`src/include/intra_pred_consts.svh`:
```
//****************************************
// sizes fixed by the H.264 4x4 intra path
// 4:2:0 only, chroma edges are half length
//****************************************
`ifndef INTRA_PRED_CONSTS_SVH
`define INTRA_PRED_CONSTS_SVH

`define IP_PIXEL_W    8   // bits per sample
`define IP_QUAD_N     4   // pixels per line-RAM word
`define IP_BLK_N      16  // luma edge / prediction block
`define IP_CHROMA_N   8   // chroma edge

`define IP_BLK_CNT_W  5
`define IP_PRELOAD_W  3

// block counter plane boundaries
`define IP_CB_FIRST   16
`define IP_CR_FIRST   20

`endif

```
`src/source/intra_pred_pkg.sv`:
```
//****************************************
// shared types for the intra predictor
// pixel 0 always sits in the low byte
//****************************************
`include "intra_pred_consts.svh"

package intra_pred_pkg;

	typedef logic [`IP_PIXEL_W-1:0] pixel_t;

	typedef struct packed {
		pixel_t p3;
		pixel_t p2;
		pixel_t p1;
		pixel_t p0;                                   // low byte, as in line RAM
	} quad_t;

	typedef pixel_t [`IP_BLK_N-1:0] pixel_blk_t;

	typedef enum logic [1:0] {
		PLANE_LUMA,
		PLANE_CB,
		PLANE_CR
	} plane_e;

	typedef enum logic [1:0] {
		PRED_NONE,
		PRED_COLUMN,
		PRED_DC
	} pred_cmd_e;

	typedef struct packed {
		pred_cmd_e cmd;
		logic [1:0] col;
		quad_t data;
	} pred_wr_t;

	typedef struct packed {
		logic wr;
		logic [1:0] addr;
		quad_t data;
	} quad_wr_t;

	typedef struct packed {
		plane_e target;
		quad_wr_t row;
	} left_wr_t;

	typedef struct packed {
		quad_t luma;
		quad_t cb;
		quad_t cr;
	} line_ram_t;

endpackage

```
`src/source/intra_pred_block_buf.sv`:
```
//****************************************
// 4x4 predicted pixel buffer, raster order
// col counts from the right: col 3 = left
//****************************************
`timescale 1ns/1ps
`include "intra_pred_consts.svh"

module intra_pred_block_buf (
	input logic clk,
	input logic rst_n,
	input logic ena,
	input intra_pred_pkg::pred_wr_t pred_wr,
	output intra_pred_pkg::pixel_blk_t intra_pred
);
	import intra_pred_pkg::*;

	pixel_blk_t pix_q;
	pixel_t [`IP_QUAD_N-1:0] col_pix;                // p0 is the top row
	logic [1:0] col_idx;

	assign col_pix = pred_wr.data;
	assign col_idx = 2'd3 - pred_wr.col;               // inverted column order

	//****************************************
	// write port
	//****************************************
	// one command per cycle, so DC fill and a column
	// write never compete for the buffer
	always_ff @(posedge clk or negedge rst_n) begin
		if (!rst_n) begin
			pix_q <= '0;
		end else if (ena) begin
			case (pred_wr.cmd)
				PRED_DC: begin
					pix_q <= {`IP_BLK_N{pred_wr.data.p0}};
				end
				PRED_COLUMN: begin
					for (int r = 0; r < `IP_QUAD_N; r++) begin
						pix_q[{2'(r), col_idx}] <= col_pix[r]; // row r, column col_idx
					end
				end
				default: begin
					pix_q <= pix_q;                        // PRED_NONE and unused code
				end
			endcase
		end
	end

	assign intra_pred = pix_q;

endmodule

```
`src/source/intra_pred_up_nb.sv`:
```
//****************************************
// upper neighbour row, luma + Cb + Cr
// preload counts down 4..1, wins over
// bottom row write-back in the same cycle
//****************************************
`timescale 1ns/1ps
`include "intra_pred_consts.svh"

module intra_pred_up_nb (
	input logic clk,
	input logic rst_n,
	input logic ena,
	input logic [`IP_PRELOAD_W-1:0] preload_counter,
	input intra_pred_pkg::line_ram_t line_ram,
	input intra_pred_pkg::quad_wr_t up_wr,
	input intra_pred_pkg::plane_e plane,
	output intra_pred_pkg::pixel_blk_t up_mb
);
	import intra_pred_pkg::*;

	pixel_blk_t luma_q;
	pixel_t [`IP_CHROMA_N-1:0] cb_q;
	pixel_t [`IP_CHROMA_N-1:0] cr_q;

	logic luma_pre;
	logic chroma_pre;
	logic [1:0] luma_slot;
	logic chroma_slot;

	//****************************************
	// preload decode
	//****************************************
	assign luma_pre = (preload_counter != '0) &&
		(preload_counter <= `IP_PRELOAD_W'(`IP_QUAD_N));
	assign luma_slot = 2'(`IP_PRELOAD_W'(`IP_QUAD_N) - preload_counter); // 4 -> 0, 1 -> 3

	assign chroma_pre = (preload_counter == `IP_PRELOAD_W'(1)) ||
		(preload_counter == `IP_PRELOAD_W'(2));
	assign chroma_slot = (preload_counter == `IP_PRELOAD_W'(1)); // 2 -> low quad

	always_ff @(posedge clk or negedge rst_n) begin
		if (!rst_n) begin
			luma_q <= '0;
		end else if (ena && luma_pre) begin
			luma_q[{luma_slot, 2'b00} +: `IP_QUAD_N] <= line_ram.luma;
		end else if (ena && up_wr.wr) begin
			luma_q[{up_wr.addr, 2'b00} +: `IP_QUAD_N] <= up_wr.data; // bottom row of block above
		end
	end

	// chroma is only ever loaded from the line RAM
	always_ff @(posedge clk or negedge rst_n) begin
		if (!rst_n) begin
			cb_q <= '0;
			cr_q <= '0;
		end else if (ena && chroma_pre) begin
			cb_q[{chroma_slot, 2'b00} +: `IP_QUAD_N] <= line_ram.cb;
			cr_q[{chroma_slot, 2'b00} +: `IP_QUAD_N] <= line_ram.cr;
		end
	end

	//****************************************
	// plane select
	//****************************************
	always_comb begin
		up_mb = '0;                                    // upper half stays zero for chroma
		case (plane)
			PLANE_LUMA: begin
				up_mb = luma_q;
			end
			PLANE_CB: begin
				up_mb[`IP_CHROMA_N-1:0] = cb_q;
			end
			PLANE_CR: begin
				up_mb[`IP_CHROMA_N-1:0] = cr_q;
			end
			default: begin
				up_mb = '0;
			end
		endcase
	end

endmodule

```
`src/source/intra_pred_left_nb.sv`:
```
//****************************************
// left neighbour column, luma + Cb + Cr
// one write per cycle, chroma uses addr[0]
//****************************************
`timescale 1ns/1ps
`include "intra_pred_consts.svh"

module intra_pred_left_nb (
	input logic clk,
	input logic rst_n,
	input logic ena,
	input intra_pred_pkg::left_wr_t left_wr,
	input intra_pred_pkg::plane_e plane,
	output intra_pred_pkg::pixel_blk_t left_mb
);
	import intra_pred_pkg::*;

	pixel_blk_t luma_q;
	pixel_t [`IP_CHROMA_N-1:0] cb_q;
	pixel_t [`IP_CHROMA_N-1:0] cr_q;

	logic wr_en;
	logic [3:0] luma_base;
	logic [2:0] chroma_base;

	assign wr_en = ena && left_wr.row.wr;
	assign luma_base = {left_wr.row.addr, 2'b00};
	assign chroma_base = {left_wr.row.addr[0], 2'b00};

	//****************************************
	// right column write-back
	//****************************************
	always_ff @(posedge clk or negedge rst_n) begin
		if (!rst_n) begin
			luma_q <= '0;
			cb_q <= '0;
			cr_q <= '0;
		end else if (wr_en) begin
			case (left_wr.target)
				PLANE_LUMA: begin
					luma_q[luma_base +: `IP_QUAD_N] <= left_wr.row.data;
				end
				PLANE_CB: begin
					cb_q[chroma_base +: `IP_QUAD_N] <= left_wr.row.data;
				end
				PLANE_CR: begin
					cr_q[chroma_base +: `IP_QUAD_N] <= left_wr.row.data;
				end
				default: begin
					luma_q <= luma_q;                      // no plane, drop the write
				end
			endcase
		end
	end

	//****************************************
	// plane select
	//****************************************
	always_comb begin
		left_mb = '0;
		case (plane)
			PLANE_LUMA: begin
				left_mb = luma_q;
			end
			PLANE_CB: begin
				left_mb[`IP_CHROMA_N-1:0] = cb_q;
			end
			PLANE_CR: begin
				left_mb[`IP_CHROMA_N-1:0] = cr_q;
			end
			default: begin
				left_mb = '0;
			end
		endcase
	end

endmodule

```
`src/source/intra_pred_regs.sv`:
```
//****************************************
// intra prediction register file, top
// no handshake, all writes are ena strobes
// corner and up-right pixels are not held
//****************************************
`timescale 1ns/1ps
`include "intra_pred_consts.svh"

module intra_pred_regs (
	input logic clk,
	input logic rst_n,
	input logic ena,
	input logic [`IP_BLK_CNT_W-1:0] blk4x4_counter,
	input intra_pred_pkg::pred_wr_t pred_wr,
	input intra_pred_pkg::quad_wr_t up_wr,
	input intra_pred_pkg::left_wr_t left_wr,
	input logic [`IP_PRELOAD_W-1:0] preload_counter,
	input intra_pred_pkg::line_ram_t line_ram,
	output intra_pred_pkg::pixel_blk_t intra_pred,
	output intra_pred_pkg::pixel_blk_t up_mb,
	output intra_pred_pkg::pixel_blk_t left_mb
);
	import intra_pred_pkg::*;

	plane_e plane;

	// 0..15 luma, 16..19 Cb, 20.. Cr
	always_comb begin
		if (blk4x4_counter < `IP_BLK_CNT_W'(`IP_CB_FIRST)) begin
			plane = PLANE_LUMA;
		end else if (blk4x4_counter < `IP_BLK_CNT_W'(`IP_CR_FIRST)) begin
			plane = PLANE_CB;
		end else begin
			plane = PLANE_CR;
		end
	end

	//****************************************
	// stores
	//****************************************
	intra_pred_block_buf u_block_buf (
		.clk        (clk),
		.rst_n      (rst_n),
		.ena        (ena),
		.pred_wr    (pred_wr),
		.intra_pred (intra_pred)
	);

	intra_pred_up_nb u_up_nb (
		.clk             (clk),
		.rst_n           (rst_n),
		.ena             (ena),
		.preload_counter (preload_counter),
		.line_ram        (line_ram),
		.up_wr           (up_wr),
		.plane           (plane),
		.up_mb           (up_mb)
	);

	intra_pred_left_nb u_left_nb (
		.clk     (clk),
		.rst_n   (rst_n),
		.ena     (ena),
		.left_wr (left_wr),
		.plane   (plane),
		.left_mb (left_mb)
	);

endmodule

```
`config.mk`:
```
export PLATFORM = sky130hd
export DESIGN_NAME = intra_pred_regs
export DESIGN_NICKNAME = d
export VERILOG_FILES = /design/src/source/intra_pred_pkg.sv /design/src/source/intra_pred_block_buf.sv /design/src/source/intra_pred_up_nb.sv /design/src/source/intra_pred_left_nb.sv /design/src/source/intra_pred_regs.sv
export VERILOG_INCLUDE_DIRS = /design/src /design/src/include
export SDC_FILE = /design/constraint.sdc
export NUM_CORES = 1
export LEC_CHECK = 0
export ABC_AREA = 0
export BUFFER_PORTS_ARGS = -buffer_cell sky130_fd_sc_hd__buf_2
export CAP_MARGIN = 30
export CORE_MARGIN = 5
export CORE_UTILIZATION = 30
export CTS_BUF_LIST = sky130_fd_sc_hd__clkbuf_8
export DETAILED_ROUTE_END_ITERATION = 10
export GPL_TIMING_DRIVEN = 0
export HOLD_SLACK_MARGIN = 0.1
export PLACE_DENSITY_LB_ADDON = 0.3
export SKIP_LAST_GASP = 1
export SLEW_MARGIN = 20
export SYNTH_ARGS = -nofsm -noshare
export SYNTH_HDL_FRONTEND = slang
export SYNTH_SLANG_ARGS = --single-unit
export TNS_END_PERCENT = 10
```
`constraint.sdc`:
```
create_clock -name clk -period 1.8 [get_ports clk]
set_clock_uncertainty 0.2 [all_clocks]
set_input_delay 0.18 -clock clk [delete_from_list [all_inputs] [get_ports clk]]
set_output_delay 0.18 -clock clk [all_outputs]
set_load 0.01 [all_outputs]
```
### Word level (Yosys, flattened, before mapping)

Cells that the tools add are included.

* flip-flop bits (word level): 640
* latch bits: 0
* bits in writable memories: 0
* memory bits (read-only): 0
* bits of input ports: 215
* logic and storage cells: 206
* memories kept: 0

* $add $sub $neg: 7
* multiply operators: 0
* divide/modulo/power cells: 0
* magnitude comparators: 11
* equal/unequal tests: 8
* shifts and indexed selects: 53
* muxes and demuxes: 28
* bitwise logic cells: 0
* reduce and logical (&&, ||, !) cells: 19

Operators by type and width (number)
* bitwise mux 128 bit: 7
* one-hot mux 64 bit (3 select lines): 2
* variable part select 4 x 6 -> 16 bit: 24
* bitwise mux 64 bit: 4
* two-way mux 128 bit: 2
* one-hot mux 128 bit (2 select lines): 1
* variable part select 4 x 5 -> 8 bit: 24
* two-way mux 64 bit: 2
* demux 8 bit (select 2 bit): 4
* variable shift 4 x 6 -> 16 bit, first input constant: 3
* two-way mux 8 bit: 4
* negation 4 -> 6 bit: 3
* variable shift 4 x 5 -> 8 bit, first input constant: 2
* < comparator 4 x 5 -> 1 bit, second input constant: 2
* < comparator 5 bit, second input constant: 2
* negation 3 -> 5 bit: 2
* logical AND 1 bit: 9
* greater-or-equal comparator 4 x 1 -> 1 bit, second input constant: 2
* AND reduction 2 bit: 4
* equality test 2 x 1 -> 1 bit, second input constant: 3
* equality test 2 bit, second input constant: 3
* < comparator 2 x 5 -> 1 bit, second input constant: 1
* < comparator 3 x 5 -> 1 bit, second input constant: 1
* logical NOT 2 bit: 2
* other kinds (11): 13

### Longest topological paths before layout

Gate-level depths: netlist (run 1).

* depth in word-level cells: 10
* depth in mapped cells: 8

### Hierarchy

From an unflattened synthesis (run 1), not the netlist that was laid out.

* cell total of the unflattened synthesis: 2614
* area, all modules: 30556.8 um2

By module, submodules not included
* intra_pred_up_nb: instances 1, cells each 1096, area an instance 12961.2 um2, sequential area each 6406.1 um2
* intra_pred_left_nb: instances 1, cells each 1152, area an instance 12214.2 um2, sequential area each 6406.1 um2
* intra_pred_block_buf: instances 1, cells each 364, area an instance 5361.4 um2, sequential area each 3203.1 um2
* intra_pred_regs: instances 1, cells each 2, area an instance 20.0 um2, sequential area each 0.0 um2

### Worst setup path after synthesis (run 1)

Ideal clock, no wire load.

* path type: input to register
* start point: input port up_wr[32] (netlist name)
* end point: register u_up_nb.luma_q[0] (netlist name)
* setup time: 0.125 ns
* data arrival time: 1.867 ns
* data required time: 1.475 ns
* path slack: -0.392 ns
* cell stages on the path: 7
* path buffers: 1
* path through: inv_1 -> ha_1 -> and2_1 -> maj3_1 -> nand2_1 -> clkbuf_1 -> mux2_2

* word-level cells in the longest chain between the ends: 5

Ends and longest elaborated chain
* from (decl): line intra_pred_regs.sv:15 `input intra_pred_pkg::quad_wr_t up_wr,`
* negation 4 -> 6 bit *: line intra_pred_up_nb.sv:47 `` luma_q[{up_wr.addr, 2'b00} +: `IP_QUAD_N] <= up_wr.data; ``
* variable part select 4 x 6 -> 16 bit / variable shift 4 x 6 -> 16 bit (equally long branches): line intra_pred_up_nb.sv:47
* bitwise mux 128 bit *: line intra_pred_up_nb.sv:47
* two-way mux 128 bit *: line intra_pred_up_nb.sv:46 `end else if (ena && up_wr.wr) begin`
* two-way mux 128 bit *: line intra_pred_up_nb.sv:44 `end else if (ena && luma_pre) begin`
* to (signal, indexed assignment): line intra_pred_up_nb.sv:45 `` luma_q[{luma_slot, 2'b00} +: `IP_QUAD_N] <= line_ram.luma; ``
* to (signal, indexed assignment): line intra_pred_up_nb.sv:47
* to (decl): line intra_pred_up_nb.sv:21 `pixel_blk_t luma_q;`

Every way passes the cells marked *; elsewhere a longest branch is shown, timed or not. The select of a mux whose other input is x is not followed.
A chain may end at the register's enable or synchronous reset.

==> results of run 1 <==
## report_power, final
| group | leakage (uW) | total (uW) | internal [uW] | switching, uW |
|---|---|---|---|---|
| combinational | 0.00989 | 8500 | 4030 | 4470 |
| sequential | 0.00811 | 17900 | 16600 | 1280 |
| clock | 0.00143 | 14900 | 8310 | 6550 |
| total | 0.0194 | 41300 | 29000 | 12300 |
## area by class of cell
type | instances | area share, %
Clock buffer | 150 | 4.92
Clock inverter | 59 | 1.03
Timing Repair Buffer | 1005 | 17.5
Sequential cell | 640 | 38.2
Multi-Input combinational cell | 1805 | 31.6
Buffer | 204 | 2.68
Tap cell | 1287 | 3.84
Inverter | 12 | 0.155
Antenna cell | 18 | 0.107
## sequential cells by signal, indices dropped and copies added, names as in the netlist
register                flops
u_up_nb.luma_q            128
u_left_nb.luma_q          128
u_block_buf.intra_pred    128
u_left_nb.cb_q             64
u_left_nb.cr_q             64
u_up_nb.cb_q               64
u_up_nb.cr_q               64
## logic make-up (layout without fill, tap and decap cells)
group	count (synthesis)	in the layout	synth area share, %
AO/OA/AOI/OAI	571	571	11.7
flip-flops	640	640	54.1
multiplexers	544	544	20.1
buffers and inverters	216	1430	2.97
adder cells (fa/ha/maj)	18	18	0.752
AND/OR/NAND/NOR	670	670	10.2
other	0	18	0
XOR/XNOR	2	2	0.0845
## timing repair
item                                   CTS  global route
hold buffers                           387             9
endpoints found under the hold margin  885           313
setup endpoints to repair              507           792
cloned                                   0             0
resized for setup                      179            67
setup buffers                            4             4
pin swaps                               45             8
## layout by cell type (no fill, tap or decap), types with 6 or more instances in the layout
cell	Yosys	layout
buf_4	6	30
clkbuf_1	139	83
clkinv_2	0	8
nor2_4	0	8
clkbuf_4	0	21
nor2_2	0	7
buf_16	0	7
dfrtp_1	640	638
a21oi_2	0	44
a22o_1	123	123
mux2i_2	0	7
diode_2	0	18
nor2_1	203	188
buf_2	37	603
clkbuf_2	0	29
buf_8	0	6
mux2_2	355	355
nor2b_1	166	161
o21ai_0	128	128
clkbuf_8	0	153
nand2_1	270	268
ha_1	17	15
buf_6	0	26
bufinv_16	0	6
buf_1	22	8
mux2_1	56	51
a21oi_1	244	196
and2_1	6	6
inv_1	12	47
o22ai_1	64	64
dlygate4sd3_1	0	391
mux2i_1	133	122
## worst max-delay path: stages
cell and delay, ps:
clkbuf_2 300, clkbuf_4 320, clkbuf_2 350, nor2_1 90, a21oi_1 280, buf_2 200
## how the worst min path moves through the flow
stage / end
floorplan: u_block_buf.intra_pred[0]
global placement: u_up_nb.cb_q[39]
detailed placement: u_up_nb.cr_q[59]
CTS: u_up_nb.cb_q[59]
global route: u_up_nb.cr_q[27]
finish: u_up_nb.cb_q[59]
## routing by layer
metal  vias up  track usage [%]  share of wire, %
li1      11600                -                 -
met1     13200             29.8                42
met2      1099             36.2                46
met3       291             4.90               7.3
met4         4             10.7               5.0
met5         -                0             0.017
## per-stage QoR
| step | power, uW | instance area [um^2] |
|---|---|---|
| after global routing | 43200 | 41900 |
| after CTS | 41500 | 41600 |
| after floorplan | 22000 | 29900 |
| after detailed placement | 25600 | 34700 |
| final | 41300 | 41900 |
| after global placement | 25300 | 34400 |
==> metrics.md, run 1 <==
| Metric | Value |
|---|---|
| Status | `finished, violations left` |
| Failing checks | `negative hold slack, negative setup slack` |
| CTS Root Cell | `clkbuf_8` |
| Setup crit end | `left_mb[14]` |
| Reg clk slew, reported paths | `60 ps` |
| Largest cells by area after synthesis | `dfrtp_1 54%, mux2_2 14%, mux2i_1 4.5%, a21oi_1 4.1%, a22o_1 3.6%` |
| Die span in x | `324 um` |
| Final setup violation count | `508` |
| Crit path from | `blk4x4_counter[4]` |
| Tcrit/Tclk final | `118%` |
| Critical path class | `primary input to output pin` |
| Cells after synthesis | `2661` |
| Largest net degree at the start of global routing | `93` |
| Hpwl dp | `88000 um` |
| Post-route setup slack | `-322 ps` |
| Depth of the worst register-to-register path | `2` |
| CP Max Fanout | `10` |
| Via count | `26200` |
| Register area share after synthesis | `54.1%` |
| Worst hold margin | `-820 ps` |
| Critical Path RT | `1420 ps` |
| Area of the multi-input gates | `13300 um^2` |
| Leakage | `0.0194 uW` |
| Global-route wire length before repair | `179000 um` |
| Drc violations | `0` |
| Reg2reg setup slack | `650 ps` |
| ANT nets after route | `0` |
| Crit. End Element | `output pin` |
| CTS Buffer Depth | `3` |
| Layout Utilization | `42.7%` |
| Pwr/cell area | `984 nW/um^2` |
| Syn-to-layout area delta | `41.6%` |
| IO Pins | `599` |
| Critical path data arrival time | `1740 ps` |
| NumNets Final | `4014` |
| Initial antenna violation count | `19` |
| Row count | `115` |
| RSZ-0062 raised after global routing | `yes` |
| Slew Limit Fails | `0` |
| Reg-to-Reg End | `u_up_nb.luma_q[63]` |
| Worst VDD drop | `0.000893 V` |
| Syn nets | `2893` |
| Gr ovfl total | `0` |
| Total GRT Usage | `22.8%` |
| RePlAce Congestion | `0.857` |
| Synth Area per Inst | `11.1 um^2` |
| Cell Area, Synth | `29600 um^2` |
| Placed cells | `4551` |
| H-tree lvl count | `3` |
| Setup TNS | `-58850 ps` |
| Post-synthesis async set-or-reset flop share | `100%` |
| CP startpoint kind | `primary input` |
| EDFF count, synth | `0` |
| Core box area | `98100 um^2` |
| Register area | `16000 um^2` |
| Fmax | `471 MHz` |
| Layout cell share with drive strength beyond 1 | `35.1%` |
| Max-Cap Viols | `0` |
| Clk Latency, worst-skew pair | `760 ps` |
| Die Y | `324 um` |
| Drt pass-1 iters | `5` |
| Non-Filler Instances | `5180` |
| Drt total wl | `123000 um` |
| Yosys top cell by area | `dfrtp_1` |
| Netlist cell types | `36` |
| Commonest cells in the netlist | `640 x dfrtp_1, 355 x mux2_2, 270 x nand2_1` |
| Actual slew at the worst max-slew pin | `898 ps` |
| DR WL/cell | `23.8 um` |
| HP Class | `primary input to async pin` |
| Fill cells | `9450` |
| Full die area | `105000 um^2` |
| Top FF cell, synth | `dfrtp_1` |
| Initial DRC count | `1855` |
| Cell with the most instances after synthesis | `dfrtp_1` |
| Vias in the first global route | `27100` |
| Yosys warns | `0` |
| Initial Util | `30.2%` |
| Seq cells post-synth | `640` |
| Final hold vios | `252` |
| FF-to-FF Start | `u_up_nb.luma_q[63]` |
| TritonCTS Buffers | `114` |
| Slew headroom | `40.0%` |
| Pre-CTS WS | `-1520 ps` |
| Share of Yosys cell area claimed by the top area cell type | `54.1%` |
| Port Buf Inserts | `586` |
| CTS sink cnt | `640` |
| Min Tclk post-route | `2120 ps` |
| CTS tree | `built` |
| Vias per inst | `5.05` |
(Power assumes the default switching activity.)
==> run 2, diff against run 1 <==
--- a/config.mk
+++ b/config.mk
@@ -10,7 +10,7 @@
 export BUFFER_PORTS_ARGS = -buffer_cell sky130_fd_sc_hd__buf_2
 export CAP_MARGIN = 30
 export CORE_MARGIN = 5
-export CORE_UTILIZATION = 30
+export CORE_UTILIZATION = 57
 export CTS_BUF_LIST = sky130_fd_sc_hd__clkbuf_8
 export DETAILED_ROUTE_END_ITERATION = 10
 export GPL_TIMING_DRIVEN = 0
==> run 2 against run 1 <==
Compared with the run above:
- register-to-register slack worse by 450 ps
- critical path type unchanged
- critical path depth is 1 lower
- via count is 4.6% higher
- wire length is 6.4% lower
- highest routed layer unchanged
- die area is 46% lower
- largest power group unchanged
- the flow still finishes with violations (negative hold slack, negative setup slack)
==> metrics.md, run 2 (same netlist as run 1, synthesis figures left out) <==
| Metric | Value |
|---|---|
| Drt total wl | `116000 um` |
| Non-Filler Instances | `4442` |
| Commonest non-fill, non-tap cell in the layout | `dfrtp_1` |
| Largest net degree at the start of global routing | `103` |
| Crit path buf inv count | `4` |
| Die Y | `238 um` |
| NumNets Final | `3896` |
| RSZ-0062 raised after global routing | `yes` |
| RePlAce Congestion | `0.945` |
| CP Max Fanout | `10` |
| Pwr/cell area | `1010 nW/um^2` |
| Layout Utilization | `76.9%` |
| Critical path class | `primary input to output pin` |
| Worst hold margin | `-203 ps` |
| Crit. End Element | `output pin` |
| Worst VDD drop | `0.000823 V` |
| Actual slew at the worst max-slew pin | `872 ps` |
| Slew Limit Fails | `0` |
| Crit path top cell by count | `buf_2` |
| Min-Delay Endpoint | `u_left_nb.luma_q[15]` |
| FF-to-FF Start | `u_block_buf.intra_pred[123]` |
| Critical Path RT | `1420 ps` |
| Global-route wire length before repair | `170000 um` |
| CP startpoint kind | `primary input` |
| Initial DRC count | `3056` |
| Depth of the worst register-to-register path | `3` |
| Fill cells | `3219` |
| Initial antenna violation count | `19` |
| Placed cells | `3935` |
| Clk Latency, worst-skew pair | `690 ps` |
| ANT nets after route | `0` |
| CP max-delay cell | `clkbuf_1` |
| Die span in x | `238 um` |
| Post-route setup slack | `-318 ps` |
| Gr ovfl total | `0` |
| Total GRT Usage | `38.9%` |
| Drt pass-1 iters | `6` |
| Final hold vios | `6` |
| Vias per inst | `6.16` |
| Status | `finished, violations left` |
| CTS Buffer Depth | `3` |
| Hpwl dp | `79600 um` |
| Hold path cells | `4` |
| CTS tree | `built` |
| Fmax | `472 MHz` |
| HP Class | `primary input to flip-flop` |
| Final setup violation count | `534` |
| IO Pins | `599` |
| Core box area | `51400 um^2` |
| Drc violations | `0` |
| Crit path cell chain | `clkbuf_2 -> buf_2 -> clkbuf_1 -> nor2b_1 -> buf_2` |
| Slew headroom | `41.9%` |
| Setup TNS | `-70020 ps` |
| Max-Cap Viols | `0` |
| Vias in the first global route | `28100` |
| Min Tclk post-route | `2120 ps` |
| Min-Delay Startpoint | `left_wr[32]` |
| Layout cell share with drive strength beyond 1 | `34.8%` |
| CTS sink cnt | `640` |
| H-tree lvl count | `3` |
| Most frequent cells in the layout | `639 x dfrtp_1, 610 x buf_2, 355 x mux2_2, 286 x dlygate4sd3_1, 266 x nand2_1` |
| Full die area | `56600 um^2` |
| DR WL/cell | `26.0 um` |
| Crit path largest cell delay | `570 ps` |
| Port Buf Inserts | `586` |
| Failing checks | `negative hold slack, negative setup slack` |
| Reg2reg setup slack | `200 ps` |
| Leakage | `0.0188 uW` |
| TritonCTS Buffers | `104` |
| Reg clk slew, reported paths | `60 ps` |
| Critical path data arrival time | `1740 ps` |
| Row count | `83` |
| Delay-heaviest family, CP | `buffers and inverters` |
| Initial Util | `57.6%` |
| Syn-to-layout area delta | `33.5%` |
| Reg-to-Reg End | `u_block_buf.intra_pred[123]` |
| CTS Root Cell | `clkbuf_8` |
| Tcrit/Tclk final | `118%` |
| Via count | `27400` |
## run 2: changes by cell type in the layout (fill, tap and decap cells not counted), moves of 5 or more
cell / delta
buf_6: -9
nor2_1: +13
buf_2: +7
clkbuf_2: +10
a21oi_2: -12
mux2i_1: +5
nor2_4: -8
nor2_2: -5
a21oi_1: +16
clkbuf_4: -11
dlygate4sd3_1: -105
clkbuf_8: -10
## run 2: repair_timing
item / in CTS / in global routing
endpoints found under the setup margin: 307 / 1070
hold buffers: 288 / 5
buffers inserted: 6 / 1
hold endpoints to repair: 1280 / 276
pin swaps: 28 / 4
gates resized for setup: 128 / 76
gates cloned: 0 / 5
## run 2: how the worst max path moves through the flow
stage                             from                    endpoint  cells past startpoint
floorplan           preload_counter[1]          u_up_nb.luma_q[89]                      8
global placement                 rst_n  u_block_buf.intra_pred[26]                      1
detailed placement   blk4x4_counter[3]                   up_mb[32]                      7
CTS                   u_up_nb.cb_q[32]                   up_mb[32]                      3
global route          u_up_nb.cb_q[32]                   up_mb[32]                      3
finish               blk4x4_counter[4]                 left_mb[77]                      5
## run 2: metrics by stage
step	power, uW	area, um^2	hold WS (ps)	setup slack [ps]
CTS	39400	39300	-277	-304
finish	39900	39500	-203	-318
global route	41300	39500	-185	-334
floorplan	22000	29900	-316	-71.3
global placement	25200	33700	227	-12390
detailed placement	25600	33900	-129	-1250
## run 2: layout make-up
class | instances | area (um^2) | share of cell area, %
Antenna cell | 20 | 50.0 | 0.127
Buffer | 204 | 1110 | 2.82
Clock buffer | 140 | 1930 | 4.88
Clock inverter | 44 | 249 | 0.630
Inverter | 12 | 65.1 | 0.165
Multi-Input combinational cell | 1805 | 13000 | 33.0
Sequential cell | 640 | 16000 | 40.5
Tap cell | 680 | 851 | 2.15
Timing Repair Buffer | 897 | 6210 | 15.7
## run 2: power by group
group / switching [uW] / total, uW / internal (uW)
sequential: 1420 / 18100 / 16600
combinational: 4710 / 8590 / 3880
clock: 6070 / 13300 / 7190
## run 2: worst min-delay path, cell delays in order
cell and delay [ps]:
buf_2 170, nor3b_1 150, nand2_1 90, o21ai_0 60
## run 2: routing by layer
layer | part of all wire (%) | track usage (%)
met5 | 0.025 | 0
met2 | 46 | 61.3
met3 | 11 | 10.7
met4 | 6.0 | 20.0
met1 | 37 | 49.8
